[src/source/lsu_pkg.sv]
// Shared definitions for the data-memory side of the pipeline.
// Holds the bus widths, the load/store/atomic operation encodings,
// the read-word view used for lane selection and every struct that
// travels between execute, lsu, amo_unit, dmem and writeback.
// Modules pull these in with a wildcard import in their header.

package lsu_pkg;

    // Data and address width
    parameter int XLEN       = 32;
    parameter int XLEN_BYTES = XLEN / 8;
    parameter int RF_ADDR_W  = 5;

    typedef enum logic [2:0] {
        LD_OPS_NONE,
        LD_OPS_LB,
        LD_OPS_LBU,
        LD_OPS_LH,
        LD_OPS_LHU,
        LD_OPS_LW
    } type_ld_ops_e;

    typedef enum logic [1:0] {
        ST_OPS_NONE,
        ST_OPS_SB,
        ST_OPS_SH,
        ST_OPS_SW
    } type_st_ops_e;

    typedef enum logic [3:0] {
        AMO_OPS_NONE,
        AMO_OPS_SWAP,
        AMO_OPS_ADD,
        AMO_OPS_AND,
        AMO_OPS_OR,
        AMO_OPS_XOR,
        AMO_OPS_MIN,
        AMO_OPS_MAX,
        AMO_OPS_MINU,
        AMO_OPS_MAXU
    } type_amo_ops_e;

    // One bus read word seen whole or split into lanes
    typedef union packed {
        logic [XLEN-1:0]        word;
        logic [3:0][7:0]        bytes;
        logic [1:0][15:0]       hwords;
    } type_rdata_u;

    typedef struct packed {
        logic [XLEN-1:0]        alu_result;
        logic [XLEN-1:0]        rs2_data;
        type_ld_ops_e           ld_ops;
        type_st_ops_e           st_ops;
        type_amo_ops_e          amo_ops;
        logic [RF_ADDR_W-1:0]   rd_addr;
        logic                   rd_wr_req;
    } type_exe2lsu_s;

    typedef struct packed {
        logic [XLEN-1:0]        r_data;
        logic [RF_ADDR_W-1:0]   rd_addr;
        logic                   rd_wr_req;
    } type_lsu2wrb_s;

    typedef struct packed {
        logic [XLEN-1:0]        addr;
        logic [XLEN-1:0]        w_data;
        logic                   ld_req;
        logic                   st_req;
        type_st_ops_e           st_ops;
    } type_lsu2dbus_s;

    typedef struct packed {
        logic [XLEN-1:0]        r_data;
        logic                   ack;
    } type_dbus2lsu_s;

    typedef struct packed {
        type_amo_ops_e          amo_ops;
        logic [XLEN-1:0]        lsu_addr;
        logic [XLEN-1:0]        rs2_operand;
        logic [XLEN-1:0]        r_data;
        logic                   ack;
    } type_lsu2amo_s;

    typedef struct packed {
        logic                   ld_req;
        logic                   st_req;
        logic [XLEN-1:0]        w_data;
        logic [XLEN-1:0]        amo_wrb_data;
        logic                   amo_done;
    } type_amo2lsu_s;

endpackage

[src/source/amo_unit.sv]
// Read-modify-write sequencer for the RV32A memory operations.
// Asks lsu for a word load, keeps the old word on the bus ack,
// works out the new word from it and the rs2 operand, asks for the
// word store and then pulses amo_done with the old word for rd.
// Runs beside lsu on the same execute request.

`timescale 1ns/1ps

module amo_unit import lsu_pkg::*; (
    input  logic            clk,
    input  logic            arst_n_i,

    input  type_lsu2amo_s   lsu2amo_i,
    output type_amo2lsu_s   amo2lsu_o
);

    typedef enum logic [1:0] {
        AMO_IDLE,
        AMO_READ,
        AMO_WRITE,
        AMO_DONE
    } type_amo_state_e;

    type_amo_state_e    state_ff;
    type_amo_state_e    state_next;
    logic [XLEN-1:0]    old_word;
    logic [XLEN-1:0]    rs2;
    logic [XLEN-1:0]    amo_result;
    logic [XLEN-1:0]    old_word_ff;
    logic [XLEN-1:0]    new_word_ff;

    assign old_word = lsu2amo_i.r_data;
    assign rs2      = lsu2amo_i.rs2_operand;

    // New memory value from the word just read
    always_comb begin
        case (lsu2amo_i.amo_ops)
            AMO_OPS_SWAP: begin
                amo_result = rs2;
            end
            AMO_OPS_ADD: begin
                amo_result = old_word + rs2;
            end
            AMO_OPS_AND: begin
                amo_result = old_word & rs2;
            end
            AMO_OPS_OR: begin
                amo_result = old_word | rs2;
            end
            AMO_OPS_XOR: begin
                amo_result = old_word ^ rs2;
            end
            AMO_OPS_MIN: begin
                amo_result = ($signed(old_word) < $signed(rs2)) ? old_word : rs2;
            end
            AMO_OPS_MAX: begin
                amo_result = ($signed(old_word) > $signed(rs2)) ? old_word : rs2;
            end
            AMO_OPS_MINU: begin
                amo_result = (old_word < rs2) ? old_word : rs2;
            end
            AMO_OPS_MAXU: begin
                amo_result = (old_word > rs2) ? old_word : rs2;
            end
            default: begin
                amo_result = old_word;
            end
        endcase
    end

    always_comb begin
        state_next = state_ff;
        case (state_ff)
            AMO_IDLE: begin
                if (lsu2amo_i.amo_ops != AMO_OPS_NONE) begin
                    state_next = AMO_READ;
                end
            end
            AMO_READ: begin
                if (lsu2amo_i.ack) begin
                    state_next = AMO_WRITE;
                end
            end
            AMO_WRITE: begin
                if (lsu2amo_i.ack) begin
                    state_next = AMO_DONE;
                end
            end
            default: begin
                // Done lasts a single cycle
                state_next = AMO_IDLE;
            end
        endcase
    end

    always_ff @(posedge clk or negedge arst_n_i) begin
        if (!arst_n_i) begin
            state_ff <= AMO_IDLE;
        end else begin
            state_ff <= state_next;
        end
    end

    // Old and new words captured together on the read ack
    always_ff @(posedge clk) begin
        if ((state_ff == AMO_READ) && lsu2amo_i.ack) begin
            old_word_ff <= old_word;
            new_word_ff <= amo_result;
        end
    end

    assign amo2lsu_o.ld_req       = (state_ff == AMO_READ);
    assign amo2lsu_o.st_req       = (state_ff == AMO_WRITE);
    assign amo2lsu_o.w_data       = new_word_ff;
    assign amo2lsu_o.amo_wrb_data = old_word_ff;
    assign amo2lsu_o.amo_done     = (state_ff == AMO_DONE);

endmodule : amo_unit

[config.mk]
export PLATFORM = sky130hd
export DESIGN_NAME = amo_unit
export DESIGN_NICKNAME = d
export VERILOG_FILES = /design/src/source/lsu_pkg.sv /design/src/source/amo_unit.sv
export SDC_FILE = /design/constraint.sdc
export NUM_CORES = 1
export LEC_CHECK = 0
export BUFFER_PORTS_ARGS = -buffer_cell sky130_fd_sc_hd__buf_4
export CAP_MARGIN = 25
export CORE_ASPECT_RATIO = 1.1
export CORE_MARGIN = 1.5
export CORE_UTILIZATION = 40
export CTS_BUF_LIST = sky130_fd_sc_hd__clkbuf_16
export DETAILED_ROUTE_END_ITERATION = 16
export PLACE_DENSITY_LB_ADDON = 0.12
export SLEW_MARGIN = 30
export SYNTH_ARGS = -nofsm -noshare
export SYNTH_HDL_FRONTEND = slang
export SYNTH_SLANG_ARGS = --single-unit
[constraint.sdc]
create_clock -name clk -period 3.2 [get_ports clk]
set_input_delay 0.48 -clock clk [delete_from_list [all_inputs] [get_ports clk]]
set_output_delay 0.48 -clock clk [all_outputs]
set_load 0.05 [all_outputs]
==> results of run 1 <==
==> layer usage <==
| layer | part of all wire [%] | up-vias |
|---|---|---|
| li1 | - | 3631 |
| met1 | 39 | 3786 |
| met2 | 54 | 265 |
| met3 | 4.3 | 71 |
| met4 | 3.3 | 0 |
| met5 | 0 | - |
==> metrics by stage <==
stage	area (um^2)	std cells	total power [mW]	worst slack (ns)
floorplan	7091	785	2.475	-0.1871
CTS	10460	1332	4.315	-0.08634
detailed placement	9829	1303	3.305	-0.6084
global placement	9829	1303	3.269	-0.6670
global route	10950	1337	4.624	-0.1324
finish	10950	1337	4.432	-0.03846
==> synth_stat cells (9+ instances only) <==
| library cell | instances | area [um^2] |
|---|---|---|
| ha_1 | 100 | 1251 |
| inv_1 | 84 | 315.3 |
| edfxtp_1 | 64 | 1922 |
| a21oi_1 | 58 | 290.3 |
| o21ai_0 | 50 | 250.2 |
| nor2_1 | 47 | 176.4 |
| nand2_1 | 46 | 172.7 |
| clkbuf_1 | 39 | 146.4 |
| o211ai_1 | 21 | 157.7 |
| a21o_1 | 20 | 150.1 |
| a221oi_1 | 20 | 175.2 |
| a22oi_1 | 20 | 150.1 |
| a211oi_1 | 19 | 142.6 |
| nand3_1 | 13 | 65.06 |
| a31oi_1 | 12 | 75.07 |
| nor3_1 | 11 | 55.05 |
| o2111ai_1 | 11 | 96.34 |
| nor2b_1 | 10 | 62.56 |
| a221o_1 | 9 | 90.09 |
==> area by class of cell <==
class / count / area share (%)
Clock inverter: 7 / 0.3428
Clock buffer: 9 / 2.057
Inverter: 84 / 3.154
Sequential cell: 66 / 18.01
Timing Repair Buffer: 380 / 27.09
Tap cell: 204 / 2.331
Multi-Input combinational cell: 587 / 47.02
==> state kept, by name (all words and copies together), names as in the netlist <==
register     cells
state_ff         2
new_word_ff     32
old_word_ff     32
==> logic make-up after synthesis <==
group,share of synthesized area (%)
compound gates,31.61
xor+xnor,1.155
fa+ha+maj,18.62
buf+inv,7.477
flops,28.88
mux,0.4581
simple gates,11.80
==> report_power, final <==
group | internal (mW) | switching [mW] | total (mW)
sequential | 1.15 | 0.0476 | 1.20
clock | 0.515 | 0.416 | 0.930
combinational | 0.896 | 1.41 | 2.30
total | 2.56 | 1.87 | 4.43
==> worst max-delay path, stage by stage <==
cell and delay [ns]:
buf_8 0.10, inv_6 0.06, ha_4 0.21, nor4_4 0.35, nand4_1 0.21, o221ai_2 0.29, o31ai_4 0.14, a41o_1 0.26
a221o_1 0.40, a21o_4 0.27, a32o_1 0.21, o32a_1 0.34
==> final timing paths <==
check / end / slack [ns] / depth (start not counted)
hold / removal: old_word_ff[5] / 0.33 / 1
setup / recovery: new_word_ff[27] / -0.04 / 12
setup reg to reg: old_word_ff[3] / 1.25 / 3
max in group asynchronous: state_ff[0] / 2.66 / 2
min in group asynchronous: state_ff[1] / 0.45 / 2
hold reg to reg: state_ff[0] / 0.64 / 2
==> repair_timing <==
action / in CTS / in global routing
endpoints found under the hold margin: 2 / 0
hold buffers: 1 / 0
pin swaps: 19 / 35
setup buffers: 12 / 4
setup endpoints to repair: 30 / 31
resized for setup: 56 / 81
cloned: 0 / 1
==> results.txt, run 1 <==
outcome = complete, but fails checks
failing checks = setup timing
crit share post-route = 101.2%
# IOs = 170
first-pass GRT wire length = 41590 um
Yosys reg bits = 66
grt ovf = 0
Worst Max-Slew Pin Slew = 0.9341 ns
Sink Count = 66
Area Growth Syn to Fin = 60.38%
count of final hold-check violations = 0
average routed wire per standard cell = 20.23 um
ANT nets after route = 0
Nets = 1332
Hold Crit Start = lsu2amo_i[6]
TritonCTS Buffers = 9
sequential area share after synthesis = 28.88%
Power Density = 404.7 nW/um^2
Final Max Slew Viols = 0
worst reg2reg startpoint = state_ff[1]
Reg area = 1972 um^2
routing usage on met1 = 31.98%
setup TNS after final layout = -0.1303 ns
CTS root buffer = clkbuf_16
post-route setup slack = -0.03846 ns
die footprint = 17860 um^2
# DRC = 0
hold_ws = 0.3270 ns
area of the multi-input gates = 5149 um^2
maximum fanout along the worst path = 8
Max clock buf depth = 2
Cell Rows = 49
Worst Setup SP = lsu2amo_i[43]
Fill cells = 1343
antenna violations before repair = 0
syn_nets = 989
GR Layer Usage met2 = 56.61%
final setup skew = 0.007781 ns
I/O Buffers = 137
commonest non-fill, non-tap cell in the layout = buf_4
drt total wl = 27050 um
largest net degree at the start of global routing = 65
Fmax = 308.8 MHz
maxcap violations = 0
clock period minus final worst setup slack = 3.238 ns
TritonCTS clock tree = done
crit path DAT = 3.34 ns
ys async rst share = 3.030%
Worst Path Class, Setup = input port to register
synth unique cells = 67
Pre-Repair DR Iteration Count = 5
Synth Warn # = 0
Pleak = 4.925 nW
critical path startpoint category = input port
vias in the first global route = 8334
All-Layer GR Usage = 29.61%
final core utilization = 66.15%
cell area after synthesis = 6828 um^2
number of flops mapped to enable cells by yosys = 64
clk_lat worst skew = 0.35 ns
Initial Utilization = 41.25%
setup violators final = 4
Post-DP HPWL = 19820 um
Mapped Avg Cell Area = 8.698 um^2
Die Wd = 127.6 um
RSZ-0062 raised after global routing = yes
DR iter-0 viols = 499
routed vias = 7753
crit end category = register
Critical Path RT = 3.30 ns
layout cells sized above 1 = 45.10%
Slew headroom = 37.73%
antenna cells = 0
core area = 16550 um^2
Die Y-Extent = 140.0 um
Hold Crit Class = input port to register
Final Wtd Congestion = 0.9707
H-tree levels = 3
worst vdd ir = 297.1 uV
drt via density = 5.799
Most used DFF post-synth = edfxtp_1
Syn Inst Count = 785
grt met3 use = 3.285%
GRT busiest layer = met2
CTS clk-pin slew, worst paths = 0.06 ns
most frequent cells in the layout = buf_4 (361), ha_1 (81), edfxtp_1 (64)
Power figures use the tool's default switching activity.
==> inputs of run 2 (changes only) <==
--- a/config.mk
+++ b/config.mk
@@ -13,7 +13,8 @@
 export CTS_BUF_LIST = sky130_fd_sc_hd__clkbuf_16
 export DETAILED_ROUTE_END_ITERATION = 16
 export PLACE_DENSITY_LB_ADDON = 0.12
-export SLEW_MARGIN = 30
+export SETUP_SLACK_MARGIN = 0.02
+export SLEW_MARGIN = 0
 export SYNTH_ARGS = -nofsm -noshare
 export SYNTH_HDL_FRONTEND = slang
 export SYNTH_SLANG_ARGS = --single-unit
==> constraint.sdc (replaced) <==
create_clock -name clk -period 3.9 [get_ports clk]
set_input_delay 0.585 -clock clk [delete_from_list [all_inputs] [get_ports clk]]
set_output_delay 0.585 -clock clk [all_outputs]
set_load 0.05 [all_outputs]
==> results.txt, run 2 (synthesis gave the netlist of run 1 again) <==
Nets = 1222 (was 1332)
largest net degree at the start of global routing = 65 (unchanged)
# DRC = 0 (unchanged)
Worst Path Class, Setup = input port to register (unchanged)
Worst Reg-to-Reg Cells = 3 (unchanged)
RSZ-0062 raised after global routing = no (was yes)
Slew headroom = 40.80% (was 37.73%)
CTS root buffer = clkbuf_16 (unchanged)
Final Max Slew Viols = 0 (unchanged)
TritonCTS Buffers = 9 (unchanged)
drt total wl = 23550 um (was 27050 um)
most frequent cells in the layout = buf_4 (269), ha_1 (100), inv_1 (84) (was buf_4 (361), ha_1 (81), edfxtp_1 (64))
H-tree levels = 3 (unchanged)
commonest non-fill, non-tap cell in the layout = buf_4 (unchanged)
Pwr Total = 3.395 mW (was 4.432 mW)
antenna cells = 0 (unchanged)
critical path startpoint category = input port (unchanged)
maximum fanout along the worst path = 5 (was 8)
Cell Rows = 49 (unchanged)
Critical Path RT = 3.99 ns (was 3.30 ns)
Fill cells = 1513 (was 1343)
crit share post-route = 94.85%
Pleak = 4.291 nW (was 4.925 nW)
maxcap violations = 0 (unchanged)
Finished Layout Cells = 1227 (was 1337)
core area = 16550 um^2 (unchanged)
post-CTS setup buffers = 0 (was 12)
crit path DAT = 3.79 ns (was 3.34 ns)
I/O Buffers = 137 (unchanged)
# IOs = 170 (unchanged)
Cells after DPL = 1210 (was 1303)
crit-path cells = buf_4 > inv_1 > ha_1 > nor4_4 > buf_4 > a21boi_0 > o31ai_4 > a41o_1 > a221o_1 > buf_4 > a21oi_1 > nand2_1 > a221o_1 (was buf_8 > inv_6 > ha_4 > nor4_4 > nand4_1 > o221ai_2 > o31ai_4 > a41o_1 > a221o_1 > a21o_4 > a32o_1 > o32a_1)
setup violators final = 0 (was 4)
slowest CP cell = a221o_1 (unchanged)
Sink Count = 66 (unchanged)
count of final hold-check violations = 0 (unchanged)
first-pass GRT wire length = 37750 um (was 41590 um)
Regs by FF count = new_word_ff (32), old_word_ff (32), state_ff (2) (unchanged)
Power Density = 366.7 nW/um^2 (was 404.7 nW/um^2)
DR iter-0 viols = 461 (was 499)
Initial Utilization = 41.25% (unchanged)
Most Frequent Cell on Critical Path = buf_4
final core utilization = 55.93% (was 66.15%)
Reg area = 1972 um^2 (unchanged)
Die Wd = 127.6 um (unchanged)
Die Y-Extent = 140.0 um (unchanged)
average routed wire per standard cell = 19.19 um (was 20.23 um)
clock period minus final worst setup slack = 3.699 ns
CTS clk-pin slew, worst paths = 0.06 ns (about the same)
drt via density = 5.817 (was 5.799)
Max stage delay on crit path = 0.40 ns (about the same)
grt ovf = 0 (unchanged)
die footprint = 17860 um^2 (unchanged)
Final Wtd Congestion = 0.9033 (was 0.9707)
Fmax = 270.3 MHz
Cells on Worst Hold Path = 1 (unchanged)
Pre-Repair DR Iteration Count = 5 (unchanged)
All-Layer GR Usage = 26.87% (was 29.61%)
Max clock buf depth = 2 (unchanged)
Area Growth Syn to Fin = 35.61% (was 60.38%)
Post-DP HPWL = 17650 um (was 19820 um)
vias in the first global route = 7364 (was 8334)
TritonCTS clock tree = done (unchanged)
worst vdd ir = 234.5 uV (was 297.1 uV)
antenna violations before repair = 0 (unchanged)
clk_lat worst skew = 0.35 ns (about the same)
ANT nets after route = 0 (unchanged)
final setup skew = 0.004347 ns (was 0.007781 ns)
area of the multi-input gates = 4392 um^2 (was 5149 um^2)
Worst Max-Slew Pin Slew = 0.8879 ns (was 0.9341 ns)
outcome = complete, no violations (was complete, but fails checks)
layout cells sized above 1 = 29.81% (was 45.10%)
setup TNS after final layout = 0 ns (was -0.1303 ns)
routed vias = 7137 (was 7753)
Hold Crit Class = input port to register (unchanged)
crit end category = register (unchanged)
==> run 2: changes by cell type in the layout (fill, tap and decap cells not counted), sizes merged <==
cell,change
buf,-109
clkbuf,-1
clkinvlp,-1
inv,-1
bufinv,+1
clkinv,+1
==> run 2: layer usage <==
layer	up-vias	share of wire (%)	track usage, %
met5	-	0	0
met4	0	2.8	11.89
met3	53	4.8	3.820
met2	261	52	49.22
met1	3395	40	30.86
li1	3428	-	-
==> run 2: final timing paths <==
| path | from | end | slack, ns |
|---|---|---|---|
| max in group asynchronous | arst_n_i | state_ff[0] | 3.25 |
| worst min-delay path | lsu2amo_i[1] | old_word_ff[0] | 0.44 |
| worst max register to register | state_ff[1] | old_word_ff[3] | 2.06 |
| worst max-delay path | lsu2amo_i[15] | new_word_ff[0] | 0.20 |
| worst min register to register | state_ff[0] | state_ff[0] | 0.63 |
| min in group asynchronous | arst_n_i | state_ff[1] | 0.56 |
==> run 2: cell type report <==
| cell class | instances | area share, % |
|---|---|---|
| clock buffers | 9 | 2.432 |
| clock inverters | 7 | 0.7568 |
| inverters | 84 | 3.405 |
| multi-input cells | 587 | 47.43 |
| flip-flops and latches | 66 | 21.30 |
| well taps | 204 | 2.757 |
| repair buffers | 270 | 21.92 |
==> run 2: worst max-delay path: cells and delay by family <==
family                     cells  cell delay, ns
adders and majority gates      1            0.38
and+or+nand+nor                2            0.50
buffers and inverters          4            0.47
AOI/OAI and AO/OA              6            1.84
==> run 2: per-stage QoR <==
stage / hold slack (ns) / worst slack [ns] / instance area, um^2
2_1_floorplan: 0.2894 / 0.2608 / 6828
3_3_place_gp: 0.3674 / -0.1837 / 8920
3_5_place_dp: 0.3718 / -0.2665 / 8920
4_1_cts: 0.4308 / 0.08616 / 9225
5_1_grt: 0.4334 / 0.03689 / 9259
6_report: 0.4432 / 0.2010 / 9259
==> run 2: timing repair <==
item / 4_1_cts / 5_1_grt
hold endpoints to repair: 1 / 0
endpoints found under the setup margin: 0 / 13
gates resized for setup: 0 / 5
hold buffers: 1 / 0
==> run 2: where the power goes <==
part	internal (mW)	switching [mW]	leakage (nW)
Combinational	0.565	1.02	3.53
Sequential	0.943	0.0360	0.612
Clock	0.494	0.341	0.145
