### config.mk
export PLATFORM = sky130hd
export DESIGN_NAME = lsu
export DESIGN_NICKNAME = d
export VERILOG_FILES = /design/src/source/lsu_pkg.sv /design/src/source/lsu.sv
export SDC_FILE = /design/constraint.sdc
export NUM_CORES = 1
export LEC_CHECK = 0
export BUFFER_PORTS_ARGS = -buffer_cell sky130_fd_sc_hd__buf_2
export CORE_AREA = 2 2 151 153
export CTS_BUF_LIST = sky130_fd_sc_hd__clkbuf_2 sky130_fd_sc_hd__clkbuf_4 sky130_fd_sc_hd__clkbuf_8
export DETAILED_ROUTE_END_ITERATION = 12
export DIE_AREA = 0 0 153 155
export HOLD_SLACK_MARGIN = 0.02
export PLACE_DENSITY = 0.6
export SLEW_MARGIN = 20
export SYNTH_ARGS = -nofsm -noshare
export SYNTH_HDL_FRONTEND = slang
export SYNTH_SLANG_ARGS = --single-unit
### constraint.sdc
create_clock -name clk -period 3.2 [get_ports clk]
set_clock_uncertainty 0.1 [all_clocks]
set_input_delay 0.96 -clock clk [delete_from_list [all_inputs] [get_ports clk]]
set_output_delay 0.96 -clock clk [all_outputs]
set_load 0.02 [all_outputs]
### src/source/lsu_pkg.sv
// Shared definitions for the data-memory side of the pipeline.
// Holds the bus widths, the load/store/atomic operation encodings,
// the read-word view used for lane selection and every struct that
// travels between execute, lsu, amo_unit, dmem and writeback.
// Modules pull these in with a wildcard import in their header.

package lsu_pkg;

    // Data and address width
    parameter int XLEN       = 32;
    parameter int XLEN_BYTES = XLEN / 8;
    parameter int RF_ADDR_W  = 5;

    typedef enum logic [2:0] {
        LD_OPS_NONE,
        LD_OPS_LB,
        LD_OPS_LBU,
        LD_OPS_LH,
        LD_OPS_LHU,
        LD_OPS_LW
    } type_ld_ops_e;

    typedef enum logic [1:0] {
        ST_OPS_NONE,
        ST_OPS_SB,
        ST_OPS_SH,
        ST_OPS_SW
    } type_st_ops_e;

    typedef enum logic [3:0] {
        AMO_OPS_NONE,
        AMO_OPS_SWAP,
        AMO_OPS_ADD,
        AMO_OPS_AND,
        AMO_OPS_OR,
        AMO_OPS_XOR,
        AMO_OPS_MIN,
        AMO_OPS_MAX,
        AMO_OPS_MINU,
        AMO_OPS_MAXU
    } type_amo_ops_e;

    // One bus read word seen whole or split into lanes
    typedef union packed {
        logic [XLEN-1:0]        word;
        logic [3:0][7:0]        bytes;
        logic [1:0][15:0]       hwords;
    } type_rdata_u;

    typedef struct packed {
        logic [XLEN-1:0]        alu_result;
        logic [XLEN-1:0]        rs2_data;
        type_ld_ops_e           ld_ops;
        type_st_ops_e           st_ops;
        type_amo_ops_e          amo_ops;
        logic [RF_ADDR_W-1:0]   rd_addr;
        logic                   rd_wr_req;
    } type_exe2lsu_s;

    typedef struct packed {
        logic [XLEN-1:0]        r_data;
        logic [RF_ADDR_W-1:0]   rd_addr;
        logic                   rd_wr_req;
    } type_lsu2wrb_s;

    typedef struct packed {
        logic [XLEN-1:0]        addr;
        logic [XLEN-1:0]        w_data;
        logic                   ld_req;
        logic                   st_req;
        type_st_ops_e           st_ops;
    } type_lsu2dbus_s;

    typedef struct packed {
        logic [XLEN-1:0]        r_data;
        logic                   ack;
    } type_dbus2lsu_s;

    typedef struct packed {
        type_amo_ops_e          amo_ops;
        logic [XLEN-1:0]        lsu_addr;
        logic [XLEN-1:0]        rs2_operand;
        logic [XLEN-1:0]        r_data;
        logic                   ack;
    } type_lsu2amo_s;

    typedef struct packed {
        logic                   ld_req;
        logic                   st_req;
        logic [XLEN-1:0]        w_data;
        logic [XLEN-1:0]        amo_wrb_data;
        logic                   amo_done;
    } type_amo2lsu_s;

endpackage

### src/source/lsu.sv
// Load/store unit between the execute stage and the data bus.
// Picks the bus request either from the execute request or, for an
// atomic operation, from amo_unit, and holds it in a register that
// clears on the bus acknowledge. Load data is cut to the addressed
// lane and sign or zero extended, then merged with the atomic result
// into one writeback word and one acknowledge pulse.

`timescale 1ns/1ps

module lsu import lsu_pkg::*; (
    input  logic            clk,
    input  logic            arst_n_i,

    input  type_exe2lsu_s   exe2lsu_i,

    input  type_amo2lsu_s   amo2lsu_i,
    output type_lsu2amo_s   lsu2amo_o,

    input  type_dbus2lsu_s  dbus2lsu_i,
    output type_lsu2dbus_s  lsu2dbus_o,

    output type_lsu2wrb_s   lsu2wrb_o,
    output logic            lsu_ack_o
);

    type_lsu2dbus_s     lsu2dbus_ff;
    type_lsu2dbus_s     lsu2dbus_next;
    type_rdata_u        rdata;
    logic [7:0]         rdata_byte;
    logic [15:0]        rdata_hword;
    logic [XLEN-1:0]    ld_data;
    logic               is_amo;

    assign is_amo = (exe2lsu_i.amo_ops != AMO_OPS_NONE);

    // Atomic operations drive the bus from amo_unit
    always_comb begin
        lsu2dbus_next.addr = exe2lsu_i.alu_result;
        if (is_amo) begin
            lsu2dbus_next.ld_req = amo2lsu_i.ld_req;
            lsu2dbus_next.st_req = amo2lsu_i.st_req;
            lsu2dbus_next.w_data = amo2lsu_i.w_data;
            lsu2dbus_next.st_ops = ST_OPS_SW;
        end else begin
            lsu2dbus_next.ld_req = (exe2lsu_i.ld_ops != LD_OPS_NONE);
            lsu2dbus_next.st_req = (exe2lsu_i.st_ops != ST_OPS_NONE);
            lsu2dbus_next.w_data = exe2lsu_i.rs2_data;
            lsu2dbus_next.st_ops = exe2lsu_i.st_ops;
        end
    end

    // Bus request register that drops in the cycle of the acknowledge
    always_ff @(posedge clk or negedge arst_n_i) begin
        if (!arst_n_i) begin
            lsu2dbus_ff <= '0;
        end else if (dbus2lsu_i.ack) begin
            lsu2dbus_ff <= '0;
        end else begin
            lsu2dbus_ff <= lsu2dbus_next;
        end
    end

    // Lane select uses the address of the access being answered
    assign rdata.word  = dbus2lsu_i.r_data;
    assign rdata_byte  = rdata.bytes[lsu2dbus_ff.addr[1:0]];
    assign rdata_hword = rdata.hwords[lsu2dbus_ff.addr[1]];

    always_comb begin
        case (exe2lsu_i.ld_ops)
            LD_OPS_LB: begin
                ld_data = {{24{rdata_byte[7]}}, rdata_byte};
            end
            LD_OPS_LBU: begin
                ld_data = {24'b0, rdata_byte};
            end
            LD_OPS_LH: begin
                ld_data = {{16{rdata_hword[15]}}, rdata_hword};
            end
            LD_OPS_LHU: begin
                ld_data = {16'b0, rdata_hword};
            end
            LD_OPS_LW: begin
                ld_data = rdata.word;
            end
            default: begin
                ld_data = '0;
            end
        endcase
    end

    // Atomic result takes priority for the writeback word
    always_comb begin
        lsu2wrb_o.rd_addr   = exe2lsu_i.rd_addr;
        lsu2wrb_o.rd_wr_req = exe2lsu_i.rd_wr_req;
        if (amo2lsu_i.amo_done) begin
            lsu2wrb_o.r_data = amo2lsu_i.amo_wrb_data;
        end else if (dbus2lsu_i.ack) begin
            lsu2wrb_o.r_data = ld_data;
        end else begin
            lsu2wrb_o.r_data = '0;
        end
    end

    // An atomic operation sees two bus acks but completes only once
    assign lsu_ack_o = is_amo ? amo2lsu_i.amo_done : dbus2lsu_i.ack;

    assign lsu2amo_o.amo_ops     = exe2lsu_i.amo_ops;
    assign lsu2amo_o.lsu_addr    = exe2lsu_i.alu_result;
    assign lsu2amo_o.rs2_operand = exe2lsu_i.rs2_data;
    assign lsu2amo_o.r_data      = dbus2lsu_i.r_data;
    assign lsu2amo_o.ack         = dbus2lsu_i.ack;

    assign lsu2dbus_o = lsu2dbus_ff;

endmodule : lsu

==> results of run 1 <==
[stage by stage]
step	cell area, um^2	total power, mW	hold slack (ps)
floorplan	4305	1.407	564.4
global placement	5901	1.672	890.1
detailed placement	5901	1.675	891.8
CTS	6533	2.574	494.2
global route	6654	2.685	502.9
finish	6654	2.557	502.6
[routing by layer]
layer,wire (um),GRT usage,part of all wire,up-vias
met1,6294,0.1466,0.35,2117
met2,9583,0.2648,0.54,264
met3,1353,0.03621,0.076,30
met5,0,0,0,-
li1,-,-,-,2032
met4,578,0.05820,0.032,0
[synth_stat cells (all sizes together) (2+ instances only)]
cell / count
a211o: 3
a21oi: 41
a221o: 23
a222oi: 7
buf: 113
clkbuf: 26
dfrtp: 68
inv: 4
mux2: 7
mux2i: 8
nand2: 68
nand2b: 3
nor2: 8
nor2b: 33
nor3: 3
nor3b: 2
nor4: 2
nor4b: 2
o211ai: 8
o31ai: 8
[final timing paths]
kind | to | depth (start not counted)
setup / recovery | lsu2wrb_o[18] | 6
hold / removal | lsu2dbus_o[62] | 2
max in group asynchronous | lsu2dbus_o[2] | 2
min in group clk | lsu2dbus_o[63] | 2
[power by group]
part | total [mW] | switching, mW | internal, mW
logic | 0.820 | 0.473 | 0.347
registers | 0.917 | 0.0120 | 0.905
clock network | 0.821 | 0.360 | 0.461
[final cells by class]
type                       instances  area (um^2)  area share
timing repair buffer             427         2651      0.3985
multi-input combinational        236         1705      0.2563
clock inverter                     6        86.33     0.01297
tap                              285        356.6     0.05359
sequential                        68         1702      0.2557
inverter                           4        15.01    0.002256
clock buffer                      10        137.6     0.02068
[cells in the final DEF, fill, tap and decap left out, types with 3 or more instances in the layout]
| master | n |
|---|---|
| o31ai_2 | 7 |
| buf_12 | 7 |
| dfrtp_1 | 68 |
| mux2i_1 | 8 |
| a21oi_1 | 38 |
| nor2b_1 | 33 |
| inv_1 | 3 |
| a21oi_2 | 3 |
| buf_2 | 339 |
| buf_4 | 40 |
| o211ai_1 | 8 |
| a221o_1 | 13 |
| a221o_2 | 10 |
| nor2_1 | 6 |
| clkbuf_8 | 10 |
| a222oi_1 | 7 |
| nand2_1 | 68 |
| buf_6 | 37 |
| mux2_2 | 7 |
[worst max-delay path: cells and delay by family]
| kind | cells | cell delay [ps] |
|---|---|---|
| AOI/OAI and AO/OA | 2 | 380 |
| and+or+nand+nor | 1 | 350 |
| muxes | 1 | 520 |
| buffers and inverters | 2 | 230 |
[what timing repair did]
item | in CTS | in global routing
pin swaps | 12 | 5
buffers inserted | 10 | 5
hold buffers | 0 | 0
endpoints found under the setup margin | 34 | 32
gates resized for setup | 87 | 10
gates cloned | 2 | 2
endpoints found under the hold margin | 0 | 0
[kinds of logic (layout without fill, tap and decap cells)]
logic type	after synthesis	count (layout)
mux	16	16
xor+xnor	1	1
compound gates	94	94
flops	68	68
simple gates	124	124
buf+inv	143	447
fa+ha+maj	1	1
==> results.md, run 1 <==
* Vias at ~4400
* I/O pins at between 300 and 400
* Chip width at around 150 um
* Ys async rst share at 1.000
* Synth Warn # at 0
* Leading area contributor after synthesis: dfrtp_1
* Detailed Route WL at between 15 and 20 mm
* Placer's final routability congestion estimate at about 0.81
* CP max stage delay at 520 ps
* Area contributors post-synth: dfrtp_1 (41%), buf_4 (19%), nand2_1 (6.1%), nor2b_1 (4.9%), a21oi_1 (4.9%)
* H-tree depth at 3
* Max_cap viols at 0
* Post-synthesis simple-gate area fraction at 0.1480
* Most frequent CP cell: buf_6
* Post-synthesis sequential area ratio at 0.4050
* Initial drt markers at between 200 and 300
* First-pass GRT wire length at approximately 25 mm
* Layout cells sized above 1 at 0.6511
* DRC violations left at 0
* Max-slew headroom at 0.6467
* RSZ-0062 raised after global routing: true
* Power per cell area at 384.3 mW/mm^2
* Final #Nets at around 930
* Adder-cell share of the synthesized area at 0.002382
* Initial antenna violation count at 0
* Total Routing Usage GR at 0.1398
* Compound-Gate Fraction of Synth Area at 0.1694
* Leakage at 3.498 nW
* Largest net degree at the start of global routing at between 70 and 80
* CTS root buf: clkbuf_8
* Fmax at between 200 and 300 MHz
* Total die area at roughly 0.024 mm^2
* Fin crit share at 1.098
* Hold Vio Cnt, Final at 0
* CTS tree: done
* Largest register FFs at 68
* Port Buffers at between 300 and 400
* Non-filler cells, final at 1036
* Run status: complete, but fails checks
* Max FO, Critical Path at 8
* Core area at 0.02223 mm^2
* Slew Viols, Final at 0
* Yosys top cell area share at 0.4050
* Ant. Diodes at 0
* Fin Setup TNS at -7107 ps
* Post-synth EDFFs at 0
* Gr ovfl total at 0
* Worst setup path class: input pin to primary output
* Synth Area in XOR/XNOR at 0.002085
* Total CTS buffers at 9
* Mapped Nets at around 630
* Post-synth cell types at 37
* Starting Density at 0.1890
* Post-Place Cells at between 1000 and 1500
* Crit path time final at ~3500 ps
* Vias in the first global route at roughly 4400
* Worst Max-Slew Pin Slew at approximately 530 ps
* Flops & latches, synth at 68
* WP data required at approximately 2100 ps
* Class of the worst hold path: input pin to async pin
* VDD IR max at about 200 uV
* Main synth FF type: dfrtp_1
* Multiplexer area fraction after synthesis at 0.04318
* Setup ws final at -315.0 ps
* Critical path arrival at 2450 ps
* Mean Syn Cell Area at 9.399 um^2
* Clock Tree Buf Depth at 2
* Post-DRT Antenna Nets at 0
* Critical path startpoint category: input pin
* CP Cell Sequence: buf_6 -> mux4_2 -> or3b_4 -> a21oi_1 -> a221o_1 -> buf_6
* DRT Pass-1 Iters at 6
* # fillers at 2367
* Row count at 55
* Die height at around 160 um
* Layout Utilization at 0.2994
* Post-Syn Area at around 0.0042 mm^2
* Worst Setup SP: dbus2lsu_i[32]
* Routed vias/inst at roughly 4.3
* Cell count after synthesis at between 400 and 500
* Dpl hpwl at roughly 13 mm
* Setup crit end kind: primary output
* Largest family of logic cells by synthesized area: buffers and inverters
* Placement Setup Slack at -642.9 ps
* Synthesis-to-layout area growth at 58.37%
* Worst-path clk slew at about 90 ps
* CTS sink cnt at between 60 and 70
* CP max stage cell: mux4_2
* WL/cell at 17.19 um
* Failing checks: negative setup slack
* # setup viols final at 32
Note: power is estimated with default switching activity, not from simulation.
==> run 2, diff against run 1 <==
--- a/config.mk
+++ b/config.mk
@@ -5,7 +5,7 @@
 export SDC_FILE = /design/constraint.sdc
 export NUM_CORES = 1
 export LEC_CHECK = 0
-export BUFFER_PORTS_ARGS = -buffer_cell sky130_fd_sc_hd__buf_2
+export BUFFER_PORTS_ARGS = -buffer_cell sky130_fd_sc_hd__buf_4
 export CORE_AREA = 2 2 151 153
 export CTS_BUF_LIST = sky130_fd_sc_hd__clkbuf_2 sky130_fd_sc_hd__clkbuf_4 sky130_fd_sc_hd__clkbuf_8
 export DETAILED_ROUTE_END_ITERATION = 12
==> results.md, run 2 (same netlist as run 1, synthesis figures left out) <==
* Non-filler cells, final at 1029
* Slew Viols, Final at 0
* Layout cells sized above 1 at 0.6492
* Row count at between 50 and 60
* CTS sink cnt at around 70
* Routed vias/inst at about 4.2
* Setup crit end kind: primary output
* Starting Density at 0.1890
* Die height at between 150 and 200 um
* Fmax at approximately 290 MHz
* Hold Vio Cnt, Final at 0
* Critical path arrival at 2440 ps
* Class of the worst hold path: input pin to async pin
* Clock Tree Buf Depth at 2
* Worst setup path class: input pin to primary output
* Total die area at 0.02372 mm^2
* Core area at 0.02223 mm^2
* Worst Max-Slew Pin Slew at between 500 and 600 ps
* Critical path startpoint category: input pin
* Placer's final routability congestion estimate at 0.8294
* Initial drt markers at 150
* Worst-path clk slew at around 90 ps
* Final #Nets at 920
* DRC violations left at 0
* DRT Pass-1 Iters at 5
* Detailed Route WL at about 18 mm
* Largest register FFs at a little under 70
* Post-Place Cells at between 1000 and 1500
* Max FO, Critical Path at 8
* Worst hold slack at between 400 and 500 ps
* Power per cell area at approximately 380 mW/mm^2
* RSZ-0062 raised after global routing: true
* Most frequent cells in the layout: buf_4 (373), nand2_1 (68), dfrtp_1 (68), a21oi_1 (37), buf_6 (36)
* Total CTS buffers at 9
* I/O pins at between 300 and 400
* Port Buffers at ~380
* Placement Setup Slack at -579.4 ps
* Largest net degree at the start of global routing at 40
* Run status: complete, but fails checks
* Synthesis-to-layout area growth at 77.25%
* VDD IR max at around 250 uV
* CP max stage delay at just over 500 ps
* Max-slew headroom at 0.6569
* Failing checks: negative setup slack
* Post-DRT Antenna Nets at 0
* Fin crit share at 1.094
* CTS root buf: clkbuf_8
* First-pass GRT wire length at ~26 mm
* CP Cell Sequence: buf_6 -> mux4_2 -> or3b_4 -> a21oi_2 -> a221o_1 -> buf_6
* Max_cap viols at 0
* # setup viols final at 32
* Initial antenna violation count at 0
* Vias in the first global route at 4437
* WP data required at about 2100 ps
* Vias at 4351
* CP max stage cell: mux4_2
* H-tree depth at 3
* Layout Utilization at 0.3350
* Ant. Diodes at 0
* Total Routing Usage GR at 0.1426
* Dpl hpwl at approximately 14 mm
* Leakage at approximately 3.7 nW
* Most frequent CP cell: buf_6
* Gr ovfl total at 0
* CTS tree: done
* Crit path time final at 3499 ps
* Commonest non-fill, non-tap cell in the layout: buf_4
* Chip width at about 150 um
* Setup ws final at -299.4 ps
* Worst Setup SP: dbus2lsu_i[32]
* WL/cell at between 15 and 20 um
==> run 2: cell types whose count changed in the layout (fill, tap and decap cells not counted), moves of 2 or more <==
cell,delta
clkbuf_16,-2
bufinv_16,+2
clkinv_2,-2
buf_4,+333
buf_2,-339
==> run 2: cell type report <==
type | count | area [um^2]
Fill cell | 2315 | 14780
Timing Repair Buffer | 419 | 3403
Sequential cell | 68 | 1702
Multi-Input combinational cell | 237 | 1700
Tap cell | 285 | 356.6
Clock inverter | 7 | 146.4
Clock buffer | 9 | 123.9
Inverter | 4 | 15.01
==> run 2: what timing repair did <==
| action | 4_1_cts | 5_1_grt |
|---|---|---|
| gates cloned | 2 | 0 |
| pin swaps | 10 | 9 |
| gates resized for setup | 55 | 6 |
| hold buffers | 0 | 0 |
| endpoints found under the setup margin | 32 | 32 |
| setup buffers | 9 | 3 |
==> run 2: path summary, 6_finish.rpt <==
kind / endpoint / slack [ps] / cells past startpoint
max in group asynchronous: lsu2dbus_o[64] / 1950 / 2
min in group clk: lsu2dbus_o[54] / 740 / 2
min: lsu2dbus_o[62] / 480 / 1
max: lsu2wrb_o[16] / -300 / 6
==> run 2: per-stage QoR <==
stage                     TNS [ps]  total power, mW  instance area [um^2]
after floorplan             -179.4            1.407                  4305
after global placement      -12790            1.822                  6837
after detailed placement    -12860            1.824                  6837
after CTS                    -6321            2.862                  7412
after global routing         -8176            2.941                  7447
final                        -6812            2.824                  7447
==> run 2: per-layer routing <==
layer  track usage  vias to the layer above  wire length (um)  share of wire
met2        0.2605                      266              9357           0.52
met5             0                        -                 0              0
met3       0.03816                       27              1485          0.083
li1              -                     2018                 -              -
met1        0.1532                     2040              6460           0.36
met4       0.06790                        0               616          0.034
==> run 2: worst max-delay path: cells and delay by family <==
kind                   cells  cell delay (ps)
AOI/OAI and AO/OA          2              370
muxes                      1              510
and+or+nand+nor            1              350
buffers and inverters      2              240
==> run 2: where the power goes <==
| part | switching [mW] | internal, mW |
|---|---|---|
| Clock | 0.377 | 0.604 |
| Combinational | 0.470 | 0.453 |
| Sequential | 0.0149 | 0.905 |
==> run 3, diff against run 2 <==
--- a/config.mk
+++ b/config.mk
@@ -5,13 +5,13 @@
 export SDC_FILE = /design/constraint.sdc
 export NUM_CORES = 1
 export LEC_CHECK = 0
-export BUFFER_PORTS_ARGS = -buffer_cell sky130_fd_sc_hd__buf_4
 export CORE_AREA = 2 2 151 153
 export CTS_BUF_LIST = sky130_fd_sc_hd__clkbuf_2 sky130_fd_sc_hd__clkbuf_4 sky130_fd_sc_hd__clkbuf_8
 export DETAILED_ROUTE_END_ITERATION = 12
 export DIE_AREA = 0 0 153 155
+export DONT_BUFFER_PORTS = 1
 export HOLD_SLACK_MARGIN = 0.02
-export PLACE_DENSITY = 0.6
+export PLACE_DENSITY = 0.44
 export SLEW_MARGIN = 20
 export SYNTH_ARGS = -nofsm -noshare
 export SYNTH_HDL_FRONTEND = slang
==> results.md, run 3 (same netlist as run 1, synthesis figures left out) <==
* Final #Nets at around 530
* Sequential power share at 0.475
* Total die area at approximately 0.024 mm^2
* Post-CTS Hold Buffers at 0
* Crit path time final at roughly 3300 ps
* Most frequent cells in the layout: nand2_1 (68), dfrtp_1 (67), nor2b_1 (33), a21oi_1 (32), buf_4 (21)
* Sw Ratio at 0.2874
* Fin Setup TNS at -2163 ps
* Overall power at between 2 and 2.5 mW
* Commonest non-fill, non-tap cell in the layout: nand2_1
* Largest register FFs at between 60 and 70
* Layout cells sized above 1 at 0.2732
* Class of the worst hold path: input pin to async pin
* Vias in the first global route at between 3000 and 4000
* RSZ-0062 raised after global routing: true
* # setup viols final at 24
* Fin crit share at 1.045
* Largest net degree at the start of global routing at between 70 and 80
* Slew Viols, Final at 0
* Worst-path clk slew at 80 ps
* First-pass GRT wire length at 22.20 mm
* Routed vias/inst at 4.657
* Gr ovfl total at 0
* Initial drt markers at about 250
* VDD IR max at around 200 uV
* Total CTS buffers at 9
* Int Pwr at 1.492 mW
* Fmax at approximately 300 MHz
* Row count at between 50 and 60
* # fillers at about 2500
* WL/cell at between 20 and 25 um
* CTS root buf: clkbuf_8
* Starting Density at 0.1890
* Critical path arrival at around 2300 ps
* Die height at 155 um
* Detailed Route WL at 16.07 mm
* Critical path startpoint category: input pin
* Initial antenna violation count at 5
* Post-DRT Antenna Nets at 0
* Gate power share at 0.135
* CP max stage cell: mux4_2
* Setup crit end kind: primary output
* CTS sink cnt at between 60 and 70
* Max-slew headroom at 0.6452
* Total Routing Usage GR at 0.1281
* Synthesis-to-layout area growth at 4.556%
* Core area at 0.02223 mm^2
* Worst setup path class: input pin to primary output
* Port Buffers at 0
* Setup ws final at -143.5 ps
* Dpl hpwl at 12.86 mm
* Clock Tree Buf Depth at 2
* DRC violations left at 0
* Clk pwr share at 0.391
* DRT Pass-1 Iters at 4
* CP max stage delay at 510 ps
* H-tree depth at 3
* Vias at 3004
* Failing checks: negative setup slack
* CP Cell Sequence: mux4_2 -> or3b_4 -> a21oi_2 -> a221o_1
* Max FO, Critical Path at 8
* Worst Max-Slew Pin Slew at approximately 530 ps
* I/O pins at between 300 and 400
* Chip width at approximately 150 um
* Sw Pwr at approximately 0.6 mW
* Power per cell area at around 480 mW/mm^2
* Max_cap viols at 0
* Non-filler cells, final at around 650
* WP data required at 2140 ps
* Leakage at between 1.5 and 2 nW
* Placer's final routability congestion estimate at about 0.85
* Run status: complete, but fails checks
* Post-Place Cells at around 600
* Hold Vio Cnt, Final at 0
* CTS tree: done
==> run 3: timing repair <==
item	CTS	global route
gates resized for setup	26	8
setup endpoints to repair	32	32
pin swaps	8	7
setup buffers	9	6
gates cloned	1	1
==> run 3: worst max path at each step <==
stage / from / slack, ps / endpoint
after floorplan: dbus2lsu_i[32] / -10 / lsu2wrb_o[14]
after global placement: dbus2lsu_i[24] / -480 / lsu2wrb_o[37]
after detailed placement: dbus2lsu_i[24] / -500 / lsu2wrb_o[37]
after CTS: dbus2lsu_i[32] / -130 / lsu2wrb_o[37]
after global routing: dbus2lsu_i[32] / -170 / lsu2wrb_o[23]
final: dbus2lsu_i[32] / -140 / lsu2wrb_o[16]
==> run 3: critical path: cells and delay by family <==
| kind | cells | cell delay (ps) |
|---|---|---|
| AOI/OAI and AO/OA | 2 | 440 |
| muxes | 1 | 510 |
| and+or+nand+nor | 1 | 360 |
==> run 3: area by class of cell <==
class,count,area [um^2],share of cell area
clock buffers,10,137.6,0.03133
repair buffers,31,340.3,0.07747
flip-flops and latches,68,1703,0.3876
diodes,5,12.51,0.002848
inverters,4,15.01,0.003418
multi-input cells,236,1740,0.3962
clock inverters,6,87.58,0.01994
well taps,285,356.6,0.08117
==> run 3: metrics by stage <==
step                cell area [um^2]  setup slack (ps)  hold WS [ps]    util
finish                          4393            -143.5         197.6  0.1976
global route                    4393            -165.3         162.0  0.1976
CTS                             4278            -128.1         170.3  0.1925
detailed placement              3831            -496.6         567.1  0.1724
global placement                3831            -484.8         567.6  0.1724
floorplan                       4305            -14.77         564.4       -
==> run 3: power by group through the flow <==
stage | clock network, mW | registers (mW) | logic, mW
final | 0.818 | 0.994 | 0.282
after detailed placement | 0 | 1.01 | 0.238
after CTS | 0.855 | 0.997 | 0.266
after global placement | 0 | 1.01 | 0.233
after global routing | 0.881 | 0.998 | 0.300
after floorplan | 0 | 0.998 | 0.409
==> run 3: per-layer routing <==
layer | routed length (um) | track usage | share of wire
met5 | 0 | 0 | 0
met4 | 1224 | 0.1036 | 0.076
met3 | 1343 | 0.04067 | 0.084
met2 | 8768 | 0.2449 | 0.55
met1 | 4733 | 0.1080 | 0.29
